===== src/verilog/proc_pkg.sv =====
// processor package
// instruction field positions, opcodes, ALU codes, the pipeline vector types
// and the small decode helpers shared by every stage of the core
package proc_pkg;

    typedef logic [31:0] word_t;     // data, address or instruction word
    typedef logic [4:0]  reg_idx_t;  // register number
    typedef logic [4:0]  opcode_t;   // major opcode
    typedef logic [4:0]  alu_op_t;   // R-type ALU function
    typedef logic [4:0]  shamt_t;    // shift amount
    typedef logic [1:0]  fwd_sel_t;  // execute operand source

    // field positions inside an instruction word
    localparam int opcode_hi = 31;
    localparam int opcode_lo = 27;
    localparam int rd_hi     = 26;
    localparam int rd_lo     = 22;
    localparam int rs_hi     = 21;
    localparam int rs_lo     = 17;
    localparam int rt_hi     = 16;
    localparam int rt_lo     = 12;
    localparam int shamt_hi  = 11;
    localparam int shamt_lo  = 7;
    localparam int alu_hi    = 6;
    localparam int alu_lo    = 2;
    localparam int imm_hi    = 16;   // 17-bit immediate, signed
    localparam int imm_lo    = 0;
    localparam int target_hi = 26;   // 27-bit jump target, signed
    localparam int target_lo = 0;

    // major opcodes
    localparam opcode_t op_rtype = 5'b00000;
    localparam opcode_t op_j     = 5'b00001;
    localparam opcode_t op_bne   = 5'b00010;
    localparam opcode_t op_addi  = 5'b00101;
    localparam opcode_t op_blt   = 5'b00110;
    localparam opcode_t op_sw    = 5'b00111;
    localparam opcode_t op_lw    = 5'b01000;

    // R-type ALU codes
    localparam alu_op_t alu_add = 5'd0;
    localparam alu_op_t alu_sub = 5'd1;
    localparam alu_op_t alu_and = 5'd2;
    localparam alu_op_t alu_or  = 5'd3;
    localparam alu_op_t alu_sll = 5'd4;
    localparam alu_op_t alu_sra = 5'd5;

    localparam word_t    nop_instr = 32'h0000_0000;  // add r0, r0, r0
    localparam reg_idx_t zero_reg  = 5'd0;           // hardwired zero

    // forwarding choices for an execute operand
    localparam fwd_sel_t fwd_none = 2'd0;
    localparam fwd_sel_t fwd_mem  = 2'd1;  // memory stage ALU result
    localparam fwd_sel_t fwd_wb   = 2'd2;  // writeback value

    function automatic opcode_t f_opcode(input word_t instr);
        return instr[opcode_hi:opcode_lo];
    endfunction

    function automatic reg_idx_t f_rd(input word_t instr);
        return instr[rd_hi:rd_lo];
    endfunction

    function automatic reg_idx_t f_rs(input word_t instr);
        return instr[rs_hi:rs_lo];
    endfunction

    function automatic reg_idx_t f_rt(input word_t instr);
        return instr[rt_hi:rt_lo];
    endfunction

    function automatic shamt_t f_shamt(input word_t instr);
        return instr[shamt_hi:shamt_lo];
    endfunction

    function automatic alu_op_t f_alu(input word_t instr);
        return instr[alu_hi:alu_lo];
    endfunction

    function automatic word_t f_imm(input word_t instr);
        return {{(31 - imm_hi){instr[imm_hi]}}, instr[imm_hi:imm_lo]};
    endfunction

    function automatic word_t f_target(input word_t instr);
        return {{(31 - target_hi){instr[target_hi]}}, instr[target_hi:target_lo]};
    endfunction

    // port B reads rd for stores and branches, rt otherwise
    function automatic reg_idx_t f_src_b(input word_t instr);
        opcode_t op;
        op = f_opcode(instr);
        if (op == op_sw || op == op_bne || op == op_blt)
            return f_rd(instr);
        return f_rt(instr);
    endfunction

    function automatic logic f_uses_a(input opcode_t op);
        return op != op_j;  // everything but j reads rs
    endfunction

    function automatic logic f_uses_b(input opcode_t op);
        return op == op_rtype || op == op_sw || op == op_bne || op == op_blt;
    endfunction

    function automatic logic f_writes_rd(input opcode_t op);
        return op == op_rtype || op == op_addi || op == op_lw;
    endfunction

endpackage


===== src/verilog/fetch_stage.sv =====
// fetch stage
// program counter with increment, redirect and stall handling,
// plus the fetch/decode latch that carries PC+1 and the fetched word
module fetch_stage import proc_pkg::*; (
    input  logic  clock,
    input  logic  reset,
    input  logic  stall,        // load-use hold
    input  logic  redirect,     // taken branch or jump in execute
    input  word_t q_imem,
    input  word_t redirect_pc,
    output word_t address_imem,
    output word_t fd_pc,        // PC+1 of the decode instruction
    output word_t fd_instr
);

    word_t pc;
    word_t pc_plus1;

    assign pc_plus1     = pc + 32'd1;  // wraps silently
    assign address_imem = pc;          // imem answers in the same cycle

    // redirect beats stall
    always_ff @(posedge clock) begin
        if (reset)
            pc <= '0;
        else if (redirect)
            pc <= redirect_pc;
        else if (!stall)
            pc <= pc_plus1;
    end

    always_ff @(posedge clock) begin
        if (reset) begin
            fd_instr <= nop_instr;
        end else if (redirect) begin
            fd_instr <= nop_instr;  // wrong-path word dropped
        end else if (!stall) begin
            fd_pc    <= pc_plus1;
            fd_instr <= q_imem;
        end
        // stall: hold both
    end

endmodule


===== src/verilog/decode_stage.sv =====
// decode stage
// picks the register file read ports from the opcode, bypasses the
// writeback value into the read data and fills the decode/execute latch,
// dropping in a bubble on stall or redirect
module decode_stage import proc_pkg::*; (
    input  logic     clock,
    input  logic     reset,
    input  logic     stall,
    input  logic     redirect,
    input  word_t    fd_pc,
    input  word_t    fd_instr,
    input  word_t    data_readRegA,
    input  word_t    data_readRegB,
    input  logic     wb_write,
    input  reg_idx_t wb_reg,
    input  word_t    wb_value,
    output reg_idx_t ctrl_readRegA,
    output reg_idx_t ctrl_readRegB,
    output word_t    dx_pc,
    output word_t    dx_instr,
    output word_t    dx_a,
    output word_t    dx_b
);

    word_t read_a;
    word_t read_b;
    logic  bypass_a;
    logic  bypass_b;
    logic  bubble;

    // port A always reads rs
    assign ctrl_readRegA = f_rs(fd_instr);
    // port B reads rd for sw, bne, blt
    assign ctrl_readRegB = f_src_b(fd_instr);

    // register file writes at the end of this cycle, so the read is stale
    assign bypass_a = wb_write && (wb_reg == ctrl_readRegA);
    assign bypass_b = wb_write && (wb_reg == ctrl_readRegB);

    assign read_a = bypass_a ? wb_value : data_readRegA;
    assign read_b = bypass_b ? wb_value : data_readRegB;

    // nop pushed forward on redirect or stall
    assign bubble = stall || redirect;

    always_ff @(posedge clock) begin
        if (reset)
            dx_instr <= nop_instr;
        else if (bubble)
            dx_instr <= nop_instr;
        else
            dx_instr <= fd_instr;
    end

    // operand and PC latch
    always_ff @(posedge clock) begin
        dx_pc <= fd_pc;   // PC+1, base for branch targets
        dx_a  <= read_a;  // rs value
        dx_b  <= read_b;  // rt or rd value
    end

endmodule


===== src/verilog/hazard_unit.sv =====
// hazard unit
// forwarding selects for both execute operands and the load-use stall;
// memory-stage results take precedence over writeback, r0 never forwards
module hazard_unit import proc_pkg::*; (
    input  word_t    fd_instr,
    input  word_t    dx_instr,
    input  word_t    xm_instr,
    input  logic     wb_write,
    input  reg_idx_t wb_reg,
    output logic     stall,
    output fwd_sel_t fwd_a_sel,
    output fwd_sel_t fwd_b_sel
);

    opcode_t  fd_op;
    opcode_t  dx_op;
    reg_idx_t xm_rd;
    reg_idx_t dx_rd;
    logic     xm_alu_write;  // memory stage holds an ALU result for rd
    logic     fd_dep_a;
    logic     fd_dep_b;

    assign fd_op = f_opcode(fd_instr);
    assign dx_op = f_opcode(dx_instr);
    assign dx_rd = f_rd(dx_instr);
    assign xm_rd = f_rd(xm_instr);

    // lw in memory stage has only its address here
    assign xm_alu_write = (f_opcode(xm_instr) == op_rtype || f_opcode(xm_instr) == op_addi)
                          && xm_rd != zero_reg;

    function automatic fwd_sel_t pick_src(input logic used, input reg_idx_t src);
        if (!used || src == zero_reg)
            return fwd_none;
        if (xm_alu_write && xm_rd == src)
            return fwd_mem;   // youngest value wins
        if (wb_write && wb_reg == src)
            return fwd_wb;
        return fwd_none;
    endfunction

    assign fwd_a_sel = pick_src(f_uses_a(dx_op), f_rs(dx_instr));
    assign fwd_b_sel = pick_src(f_uses_b(dx_op), f_src_b(dx_instr));

    // load in execute feeding the decode instruction
    assign fd_dep_a = f_uses_a(fd_op) && f_rs(fd_instr) == dx_rd;
    assign fd_dep_b = f_uses_b(fd_op) && f_src_b(fd_instr) == dx_rd;

    assign stall = dx_op == op_lw && dx_rd != zero_reg && (fd_dep_a || fd_dep_b);

endmodule


===== src/verilog/execute_stage.sv =====
// execute stage
// forwarding muxes on both operands, immediate selection, the ALU,
// bne/blt/j resolution with redirect, and the execute/memory latch
module execute_stage import proc_pkg::*; (
    input  logic     clock,
    input  logic     reset,
    input  word_t    dx_pc,
    input  word_t    dx_instr,
    input  word_t    dx_a,
    input  word_t    dx_b,
    input  fwd_sel_t fwd_a_sel,
    input  fwd_sel_t fwd_b_sel,
    input  word_t    wb_value,
    output logic     redirect,
    output word_t    redirect_pc,
    output word_t    xm_instr,
    output word_t    xm_result,
    output word_t    xm_store_data
);

    opcode_t op;
    alu_op_t alu_code;
    shamt_t  shamt;
    word_t   imm;
    word_t   opnd_a;      // rs after forwarding
    word_t   opnd_b;      // rt or rd after forwarding
    word_t   alu_in_b;
    word_t   alu_out;
    word_t   branch_pc;
    logic    is_ne;
    logic    is_lt;

    assign op    = f_opcode(dx_instr);
    assign shamt = f_shamt(dx_instr);
    assign imm   = f_imm(dx_instr);

    always_comb begin
        case (fwd_a_sel)
            fwd_mem: opnd_a = xm_result;
            fwd_wb:  opnd_a = wb_value;
            default: opnd_a = dx_a;
        endcase
    end

    always_comb begin
        case (fwd_b_sel)
            fwd_mem: opnd_b = xm_result;
            fwd_wb:  opnd_b = wb_value;
            default: opnd_b = dx_b;
        endcase
    end

    // addi, lw, sw use the immediate and add
    assign alu_in_b = (op == op_rtype) ? opnd_b : imm;
    assign alu_code = (op == op_rtype) ? f_alu(dx_instr) : alu_add;

    always_comb begin
        case (alu_code)
            alu_add: alu_out = opnd_a + alu_in_b;
            alu_sub: alu_out = opnd_a - alu_in_b;
            alu_and: alu_out = opnd_a & alu_in_b;
            alu_or:  alu_out = opnd_a | alu_in_b;
            alu_sll: alu_out = opnd_a << shamt;
            alu_sra: alu_out = word_t'($signed(opnd_a) >>> shamt);
            default: alu_out = '0;  // unused codes
        endcase
    end

    // branches compare rd (port B) against rs (port A)
    assign is_ne = opnd_b != opnd_a;
    assign is_lt = $signed(opnd_b) < $signed(opnd_a);

    assign branch_pc = dx_pc + imm;  // dx_pc already PC+1

    assign redirect = (op == op_j)
                   || (op == op_bne && is_ne)
                   || (op == op_blt && is_lt);

    assign redirect_pc = (op == op_j) ? f_target(dx_instr) : branch_pc;

    always_ff @(posedge clock) begin
        if (reset)
            xm_instr <= nop_instr;
        else
            xm_instr <= dx_instr;
    end

    always_ff @(posedge clock) begin
        xm_result     <= alu_out;  // ALU result or memory address
        xm_store_data <= opnd_b;   // rd value for sw
    end

endmodule


===== src/verilog/memory_writeback.sv =====
// memory and writeback stages
// drives the data memory from the execute/memory latch, keeps the
// memory/writeback latch and produces the register file write port,
// which also feeds the forwarding paths and the decode bypass
module memory_writeback import proc_pkg::*; (
    input  logic     clock,
    input  logic     reset,
    input  word_t    xm_instr,
    input  word_t    xm_result,
    input  word_t    xm_store_data,
    input  word_t    q_dmem,
    output word_t    address_dmem,
    output word_t    data,
    output logic     wren,
    output logic     ctrl_writeEnable,
    output reg_idx_t ctrl_writeReg,
    output word_t    data_writeReg,
    output logic     wb_write,
    output reg_idx_t wb_reg,
    output word_t    wb_value
);

    word_t   mw_instr;
    word_t   mw_result;
    word_t   mw_load;
    opcode_t mw_op;

    // memory access
    assign address_dmem = xm_result;
    assign data         = xm_store_data;
    assign wren         = f_opcode(xm_instr) == op_sw;  // store at next edge

    always_ff @(posedge clock) begin
        if (reset)
            mw_instr <= nop_instr;
        else
            mw_instr <= xm_instr;
    end

    always_ff @(posedge clock) begin
        mw_result <= xm_result;
        mw_load   <= q_dmem;  // read word, valid for lw only
    end

    // writeback
    assign mw_op    = f_opcode(mw_instr);
    assign wb_reg   = f_rd(mw_instr);
    assign wb_write = f_writes_rd(mw_op) && wb_reg != zero_reg;  // r0 never written
    assign wb_value = (mw_op == op_lw) ? mw_load : mw_result;

    // register file port is the same writeback triple
    assign ctrl_writeEnable = wb_write;
    assign ctrl_writeReg    = wb_reg;
    assign data_writeReg    = wb_value;

endmodule


===== src/verilog/processor.sv =====
// five-stage pipelined processor core
// fetch, decode, execute, memory and writeback with a hazard unit beside them;
// instruction memory, data memory and register file live outside the core
module processor import proc_pkg::*; (
    input  logic     clock,
    input  logic     reset,
    // instruction memory
    output word_t    address_imem,
    input  word_t    q_imem,
    // data memory
    output word_t    address_dmem,
    output word_t    data,
    output logic     wren,
    input  word_t    q_dmem,
    // register file
    output logic     ctrl_writeEnable,
    output reg_idx_t ctrl_writeReg,
    output reg_idx_t ctrl_readRegA,
    output reg_idx_t ctrl_readRegB,
    output word_t    data_writeReg,
    input  word_t    data_readRegA,
    input  word_t    data_readRegB
);

    word_t    fd_pc;
    word_t    fd_instr;
    word_t    dx_pc;
    word_t    dx_instr;
    word_t    dx_a;
    word_t    dx_b;
    word_t    xm_instr;
    word_t    xm_result;
    word_t    xm_store_data;
    logic     redirect;
    word_t    redirect_pc;
    logic     stall;
    fwd_sel_t fwd_a_sel;
    fwd_sel_t fwd_b_sel;
    logic     wb_write;
    reg_idx_t wb_reg;
    word_t    wb_value;

    fetch_stage i_fetch (
        .clock        (clock),
        .reset        (reset),
        .stall        (stall),
        .redirect     (redirect),
        .q_imem       (q_imem),
        .redirect_pc  (redirect_pc),
        .address_imem (address_imem),
        .fd_pc        (fd_pc),
        .fd_instr     (fd_instr)
    );

    decode_stage i_decode (
        .clock         (clock),
        .reset         (reset),
        .stall         (stall),
        .redirect      (redirect),
        .fd_pc         (fd_pc),
        .fd_instr      (fd_instr),
        .data_readRegA (data_readRegA),
        .data_readRegB (data_readRegB),
        .wb_write      (wb_write),
        .wb_reg        (wb_reg),
        .wb_value      (wb_value),
        .ctrl_readRegA (ctrl_readRegA),
        .ctrl_readRegB (ctrl_readRegB),
        .dx_pc         (dx_pc),
        .dx_instr      (dx_instr),
        .dx_a          (dx_a),
        .dx_b          (dx_b)
    );

    hazard_unit i_hazard (
        .fd_instr  (fd_instr),
        .dx_instr  (dx_instr),
        .xm_instr  (xm_instr),
        .wb_write  (wb_write),
        .wb_reg    (wb_reg),
        .stall     (stall),
        .fwd_a_sel (fwd_a_sel),
        .fwd_b_sel (fwd_b_sel)
    );

    execute_stage i_execute (
        .clock         (clock),
        .reset         (reset),
        .dx_pc         (dx_pc),
        .dx_instr      (dx_instr),
        .dx_a          (dx_a),
        .dx_b          (dx_b),
        .fwd_a_sel     (fwd_a_sel),
        .fwd_b_sel     (fwd_b_sel),
        .wb_value      (wb_value),
        .redirect      (redirect),
        .redirect_pc   (redirect_pc),
        .xm_instr      (xm_instr),
        .xm_result     (xm_result),
        .xm_store_data (xm_store_data)
    );

    memory_writeback i_mem_wb (
        .clock            (clock),
        .reset            (reset),
        .xm_instr         (xm_instr),
        .xm_result        (xm_result),
        .xm_store_data    (xm_store_data),
        .q_dmem           (q_dmem),
        .address_dmem     (address_dmem),
        .data             (data),
        .wren             (wren),
        .ctrl_writeEnable (ctrl_writeEnable),
        .ctrl_writeReg    (ctrl_writeReg),
        .data_writeReg    (data_writeReg),
        .wb_write         (wb_write),
        .wb_reg           (wb_reg),
        .wb_value         (wb_value)
    );

endmodule


===== config.mk =====
export PLATFORM = sky130hd
export DESIGN_NAME = processor
export DESIGN_NICKNAME = d
export VERILOG_FILES = /design/src/verilog/proc_pkg.sv /design/src/verilog/fetch_stage.sv /design/src/verilog/decode_stage.sv /design/src/verilog/hazard_unit.sv /design/src/verilog/execute_stage.sv /design/src/verilog/memory_writeback.sv /design/src/verilog/processor.sv
export SDC_FILE = /design/constraint.sdc
export NUM_CORES = 1
export LEC_CHECK = 0
export ABC_AREA = 1
export BUFFER_PORTS_ARGS = -buffer_cell sky130_fd_sc_hd__buf_2
export CORE_ASPECT_RATIO = 2
export CORE_UTILIZATION = 55
export CTS_CLUSTER_DIAMETER = 60
export CTS_CLUSTER_SIZE = 20
export DETAILED_ROUTE_END_ITERATION = 7
export PLACE_DENSITY = 0.81
export SLEW_MARGIN = 20
export SYNTH_ARGS = -nofsm -noshare
export SYNTH_HDL_FRONTEND = slang
export SYNTH_SLANG_ARGS = --single-unit

===== constraint.sdc =====
create_clock -name clock -period 6.1 [get_ports clock]
set_clock_uncertainty 0.15 [all_clocks]
set_input_delay 0.61 -clock clock [delete_from_list [all_inputs] [get_ports clock]]
set_output_delay 0.61 -clock clock [all_outputs]
set_load 0.02 [all_outputs]

==> results.txt, run 1 <==
----------------------------------------------------
[Clock tree]
  CTS H-tree depth ... 1
  Post-CTS Setup Repair Bufs ... 0
  TritonCTS buffer count ... 25
  Maximum root-to-sink buffer count ... 3
  Clock tree sinks ... 372
  Root cell of the clock tree ... sky130_fd_sc_hd__clkbuf_16

[Outcome]
  Status ... did not finish
  Run Error ... [ERROR GRT-0116] Global routing finished with congestion. Check the congestion regions in the DRC Viewer.
  Failing step ... global routing (5_1_grt)

[Logic synthesis]
  Ys flop type ... sky130_fd_sc_hd__dfxtp_1
  Syn avg cell area ... 6.59 sq um
  Synth Warn # ... 0
  #FFs+latches synth ... 372
  Post-synthesis cell type with the largest combined area ... sky130_fd_sc_hd__dfxtp_1
  Number of synthesized flops with an enable pin ... 32
  Post-Synthesis Cells ... 3,698
  Main combinational cell family by area after synthesis ... simple AND/OR/NAND/NOR gates
  Post-Syn Nets ... 3,937
  Fraction of registers with async set or reset after synthesis ... 0
  Xor/xnor cell area share of the yosys netlist ... 0.0356
  Seq/Total Area, Yosys ... 0.319
  Share of Yosys cell area claimed by the top area cell type ... 0.279
  Post-Synth Simple-Gate Area ... 0.335
  Top cells by area, synth ... sky130_fd_sc_hd__dfxtp_1 (28%), sky130_fd_sc_hd__nand2_1 (15%), sky130_fd_sc_hd__nand3_1 (8.7%), sky130_fd_sc_hd__inv_1 (6.4%), sky130_fd_sc_hd__a21oi_1 (5.5%)
  Adder-cell share of the synthesized area ... 0.0566
  Compound-Gate Fraction of Synth Area ... 0.152
  Summed instance area of the synthesized netlist ... 0.0244 sq mm
  Distinct cell type count after synthesis ... 65
  Multiplexer share of the synthesized area ... 0.000411

[Global route]
  Largest net degree at the start of global routing ... 68
  Vias in the first global route ... 28,600
  GRT Resource Usage Total ... 0.542
  Sum of overflow across all layers after global routing ... 25
  First-pass GRT wire length ... 178,000 um

[Floorplan]
  # rows ... 108
  Initial core utilization ... 0.560
  DIE WIDTH ... 151 um
  I/O pin count ... 275
  Die Span Y ... 300 um

[Place]
  Post-DP HPWL ... 86,000 um
  Area after DPL ... 0.0271 sq mm
  Final RePlAce weighted congestion ... 1.13
  Number of port buffers ... 274
  Worst setup timing slack at the placement stage ... -51.5 ps

----------------------------------------------------
==> cells in the mapped netlist (10+ instances only) <==
| library cell | number |
|---|---|
| sky130_fd_sc_hd__a21boi_0 | 28 |
| sky130_fd_sc_hd__nand3b_1 | 10 |
| sky130_fd_sc_hd__xor2_1 | 77 |
| sky130_fd_sc_hd__o21ai_1 | 48 |
| sky130_fd_sc_hd__nand2_2 | 17 |
| sky130_fd_sc_hd__edfxtp_1 | 32 |
| sky130_fd_sc_hd__or2_2 | 12 |
| sky130_fd_sc_hd__ha_1 | 107 |
| sky130_fd_sc_hd__a21oi_1 | 268 |
| sky130_fd_sc_hd__nor3_1 | 30 |
| sky130_fd_sc_hd__o21ai_2 | 23 |
| sky130_fd_sc_hd__and2_1 | 20 |
| sky130_fd_sc_hd__nor2_1 | 235 |
| sky130_fd_sc_hd__a21o_1 | 10 |
| sky130_fd_sc_hd__buf_6 | 12 |
| sky130_fd_sc_hd__buf_1 | 26 |
| sky130_fd_sc_hd__buf_2 | 52 |
| sky130_fd_sc_hd__nand4_1 | 59 |
| sky130_fd_sc_hd__nand2_1 | 989 |
| sky130_fd_sc_hd__inv_2 | 18 |
| sky130_fd_sc_hd__a31oi_1 | 20 |
| sky130_fd_sc_hd__clkbuf_1 | 67 |
| sky130_fd_sc_hd__o21ai_0 | 167 |
| sky130_fd_sc_hd__nor4_1 | 14 |
| sky130_fd_sc_hd__inv_1 | 413 |
| sky130_fd_sc_hd__xnor2_1 | 22 |
| sky130_fd_sc_hd__o211ai_1 | 33 |
| sky130_fd_sc_hd__dfxtp_1 | 340 |
| sky130_fd_sc_hd__nor2_2 | 15 |
| sky130_fd_sc_hd__buf_4 | 17 |
| sky130_fd_sc_hd__nand3_1 | 426 |
==> kinds of logic after synthesis <==
| logic type | after synthesis |
|---|---|
| xor gates and xnor gates | 99 |
| adders and majority gates | 109 |
| AOI/OAI and AO/OA | 649 |
| and+or+nand+nor | 1862 |
| muxes | 1 |
| buffers and inverters | 606 |
| DFF | 372 |
==> layer usage <==
layer  GRT overflow  GRT usage
met2             12      0.845
met1              1      0.512
met4             12      0.566
met3              0      0.230
met5              0          0
==> metrics by stage <==
stage	std cells	utilization	setup TNS, ps
4_1_cts	4611	0.647	0
2_1_floorplan	3698	-	0
3_5_place_dp	4542	0.622	-255
3_3_place_gp	4542	0.622	-7.97
==> repair_timing <==
item                                    4_1_cts
endpoints found under the setup margin        7
hold buffers                                 32
hold endpoints to repair                     32
resized for setup                             3
==> run 2, diff against run 1 <==
--- a/config.mk
+++ b/config.mk
@@ -7,12 +7,9 @@
 export LEC_CHECK = 0
 export ABC_AREA = 1
 export BUFFER_PORTS_ARGS = -buffer_cell sky130_fd_sc_hd__buf_2
-export CORE_ASPECT_RATIO = 2
-export CORE_UTILIZATION = 55
-export CTS_CLUSTER_DIAMETER = 60
-export CTS_CLUSTER_SIZE = 20
+export CORE_UTILIZATION = 40
 export DETAILED_ROUTE_END_ITERATION = 7
-export PLACE_DENSITY = 0.81
+export PLACE_DENSITY_LB_ADDON = 0.15
 export SLEW_MARGIN = 20
 export SYNTH_ARGS = -nofsm -noshare
 export SYNTH_HDL_FRONTEND = slang
==> run 2 against run 1 <==
  * The run now ends clean
  * Area after synthesis did not move
  * Synthesized cell count unchanged
==> results.txt, run 2 <==
----------------------------------------------------
[Clock tree]
  TritonCTS buffer count ... 43
  Root cell of the clock tree ... sky130_fd_sc_hd__clkbuf_16
  TritonCTS clock tree ... yes
  Clock Pin Slew Worst Setup and Hold Paths ... 60 ps
  Insertion delay to the later sink of the worst-skew pair ... 590 ps
  Clock tree sinks ... 372
  CTS H-tree depth ... 2
  Maximum root-to-sink buffer count ... 3

[Worst hold path]
  Worst Hold Launch ... data_readRegB[12]
  Worst hold path class ... in -> reg
  End of the worst hold path ... i_decode.dx_b[12]
  Worst hold path cell count ... 3

[Timing]
  Number of max-slew violations in the final report ... 0
  Worst Hold Slack ... 76.2 ps
  Worst Max-Slew Pin Slew ... 1120 ps
  Unrepaired setup endpoints after global routing ... yes
  Endpoints failing setup ... 0
  Period minus WS final ... 5780 ps
  Headroom to the max-slew limit ... 0.255
  Final sum of negative setup slack ... 0 ps
  Crit share post-route ... 0.947
  Max Clock Freq ... 173 MHz
  Number of endpoints with negative hold slack in the final report ... 0

[Routing]
  Residual DRC ... 0
  Antenna-violating nets left ... 0
  DR iter-0 viols ... 2,440
  Via count of the routed design ... 26,300
  DRT Wirelength ... 104,000 um
  Number of detailed-routing iterations run before antenna repair ... 6
  Routed len/inst ... 21.4 um
  Avg Vias per Cell ... 5.40

[Critical path]
  WP buf/inv ... 5
  Largest delay contributor family on the critical path ... simple AND/OR/NAND/NOR gates
  Data arrival time at the worst-slack endpoint ... 6070 ps
  Max FO, Critical Path ... 5
  Nature of the critical path endpoint ... flop
  CP Class ... reg -> reg
  Largest stage delay, worst path ... 340 ps
  Type of origin of the critical path ... flop
  CP most frequent cell ... sky130_fd_sc_hd__nand2_1
  Reg-to-reg critical path endpoint ... i_execute.xm_result[19]
  Critical register-to-register path startpoint ... i_decode.dx_instr[29]
  Flop2flop setup slack ... 320 ps
  Crit-path slowest cell ... sky130_fd_sc_hd__dfxtp_2
  Required arrival time at the worst endpoint ... 6400 ps
  Worst reg-to-reg path cell count ... 35

[Flow run]
  Max-cap violations ... 0

[Logic synthesis]
  Post-Synthesis Cells ... 3,698
  Distinct cell type count after synthesis ... 65
  Post-synthesis cell type with the largest combined area ... sky130_fd_sc_hd__dfxtp_1
  Top cells by area, synth ... sky130_fd_sc_hd__dfxtp_1 (28%), sky130_fd_sc_hd__nand2_1 (15%), sky130_fd_sc_hd__nand3_1 (8.7%), sky130_fd_sc_hd__inv_1 (6.4%), sky130_fd_sc_hd__a21oi_1 (5.5%)
  Ys flop type ... sky130_fd_sc_hd__dfxtp_1
  Fraction of registers with async set or reset after synthesis ... 0
  Number of synthesized flops with an enable pin ... 32
  Summed instance area of the synthesized netlist ... 0.0244 sq mm
  Post-Syn Nets ... 3,937
  Top-count cell post-synth ... sky130_fd_sc_hd__nand2_1
  List of most frequent post-synthesis cells ... sky130_fd_sc_hd__nand2_1 (989), sky130_fd_sc_hd__nand3_1 (426), sky130_fd_sc_hd__inv_1 (413)
  Syn avg cell area ... 6.59 sq um
  #FFs+latches synth ... 372
  Synth Warn # ... 0
  Share of Yosys cell area claimed by the top area cell type ... 0.279
  Seq/Total Area, Yosys ... 0.319

[Layout]
  Area growth from synthesis to layout ... 20.0%
  Number of fillers in the final layout ... 6,379
  Most frequent standard cell in the layout excluding fill and tap cells ... sky130_fd_sc_hd__nand2_1
  Post-route non-filler standard cell count ... 4,873
  Share of final-layout standard cells stronger than drive strength 1 ... 0.168
  Nets ... 4,292
  Most used cells in the layout excluding fill and tap cells ... sky130_fd_sc_hd__nand2_1 (982), sky130_fd_sc_hd__nand3_1 (423), sky130_fd_sc_hd__inv_1 (411)

[Global route]
  Largest net degree at the start of global routing ... 68
  Vias in the first global route ... 24,800
  First-pass GRT wire length ... 154,000 um
  Sum of overflow across all layers after global routing ... 0
  Number of antenna violations at the first check in global routing ... 6
  GRT Resource Usage Total ... 0.327

[Outcome]
  Status ... finished, final reports clean

[Floorplan]
  DIE WIDTH ... 249 um
  Die Span Y ... 249 um
  Initial core utilization ... 0.405
  I/O pin count ... 275
  # rows ... 90
  Full die area ... 0.0619 sq mm
  Std-Cell Core Area ... 0.0602 sq mm

[Place]
  Number of port buffers ... 274
  Post-DP HPWL ... 83,000 um
  Final RePlAce weighted congestion ... 1.04
  Number of placed instances, taps included ... 4,752

[Power]
  Pleak ... 14.5 nW
  Power density relative to cell area ... 360 mW/mm^2
  Final total power ... 10.5 mW
  Max rail drop VDD ... 0.000219 V

----------------------------------------------------
==> run 2: what timing repair did <==
| item | in CTS | in global routing |
|---|---|---|
| resized for setup | 4 | 59 |
| hold endpoints to repair | 32 | 0 |
| setup buffers | 0 | 4 |
| gates cloned | 0 | 1 |
| hold buffers | 32 | 0 |
| pin swaps | 0 | 13 |
| endpoints found under the setup margin | 3 | 154 |
==> run 2: where the power goes <==
part           switching, mW  leakage, nW  total, mW  internal, mW
registers              0.434         3.16       3.32          2.88
clock network           1.11        0.682       2.60          1.49
logic                   3.02         10.7       4.62          1.60
total                   4.56         14.5       10.5          5.97
==> run 2: worst max-delay path by stage <==
stage / from / endpoint / slack (ps) / depth (start not counted)
after floorplan: i_decode.dx_instr[30] / i_execute.xm_result[30] / 670 / 36
after global placement: i_decode.dx_instr[30] / i_execute.xm_result[25] / -60 / 33
after detailed placement: i_decode.dx_instr[29] / i_execute.xm_result[25] / -140 / 32
after CTS: i_decode.dx_instr[29] / i_execute.xm_result[25] / 2 / 33
after global routing: i_decode.dx_instr[30] / i_execute.xm_result[19] / -30 / 34
final: i_decode.dx_instr[29] / i_execute.xm_result[19] / 320 / 35
==> run 2: layout make-up <==
| class | instances | area (sq um) | share of cell area |
|---|---|---|---|
| diodes | 3 | 7.51 | 0.000257 |
| well taps | 782 | 978 | 0.0334 |
| clock inverters | 24 | 244 | 0.00834 |
| multi-input cells | 2721 | 14400 | 0.491 |
| clock buffers | 56 | 1160 | 0.0398 |
| inverters | 432 | 1620 | 0.0554 |
| repair buffers | 483 | 3120 | 0.106 |
| flip-flops and latches | 372 | 7770 | 0.266 |
==> run 2: through the flow <==
step                      worst slack, ps  instance area [sq um]   util
final                                 324                  29300  0.486
after global routing                -33.0                  29300  0.486
after CTS                            1.65                  29000  0.481
after detailed placement             -142                  27200  0.452
after global placement              -58.6                  27200  0.452
after floorplan                       668                  24400      -
==> run 2: per-layer routing <==
| layer | up-vias | track usage | part of all wire |
|---|---|---|---|
| met5 | - | 0 | 0 |
| met4 | 0 | 0.172 | 0.056 |
| met3 | 228 | 0.0372 | 0.063 |
| met2 | 1057 | 0.543 | 0.46 |
| met1 | 12200 | 0.415 | 0.42 |
| li1 | 12900 | - | - |
==> run 2: worst register-to-register path, delay by kind of cell (launching register included) <==
kind | cells | cell delay [ps]
simple gates | 19 | 2480
compound gates | 7 | 1200
fa+ha+maj | 3 | 680
buf+inv | 5 | 640
flops | 1 | 340
xor+xnor | 1 | 160
==> run 2: cells by family after synthesis <==
family,Yosys count,share of synthesized area
buf+inv,606,0.102
mux,1,0.000411
compound gates,649,0.152
fa+ha+maj,109,0.0566
xor+xnor,99,0.0356
simple gates,1862,0.335
flops,372,0.319
Note: power is estimated with default switching activity, not from simulation.
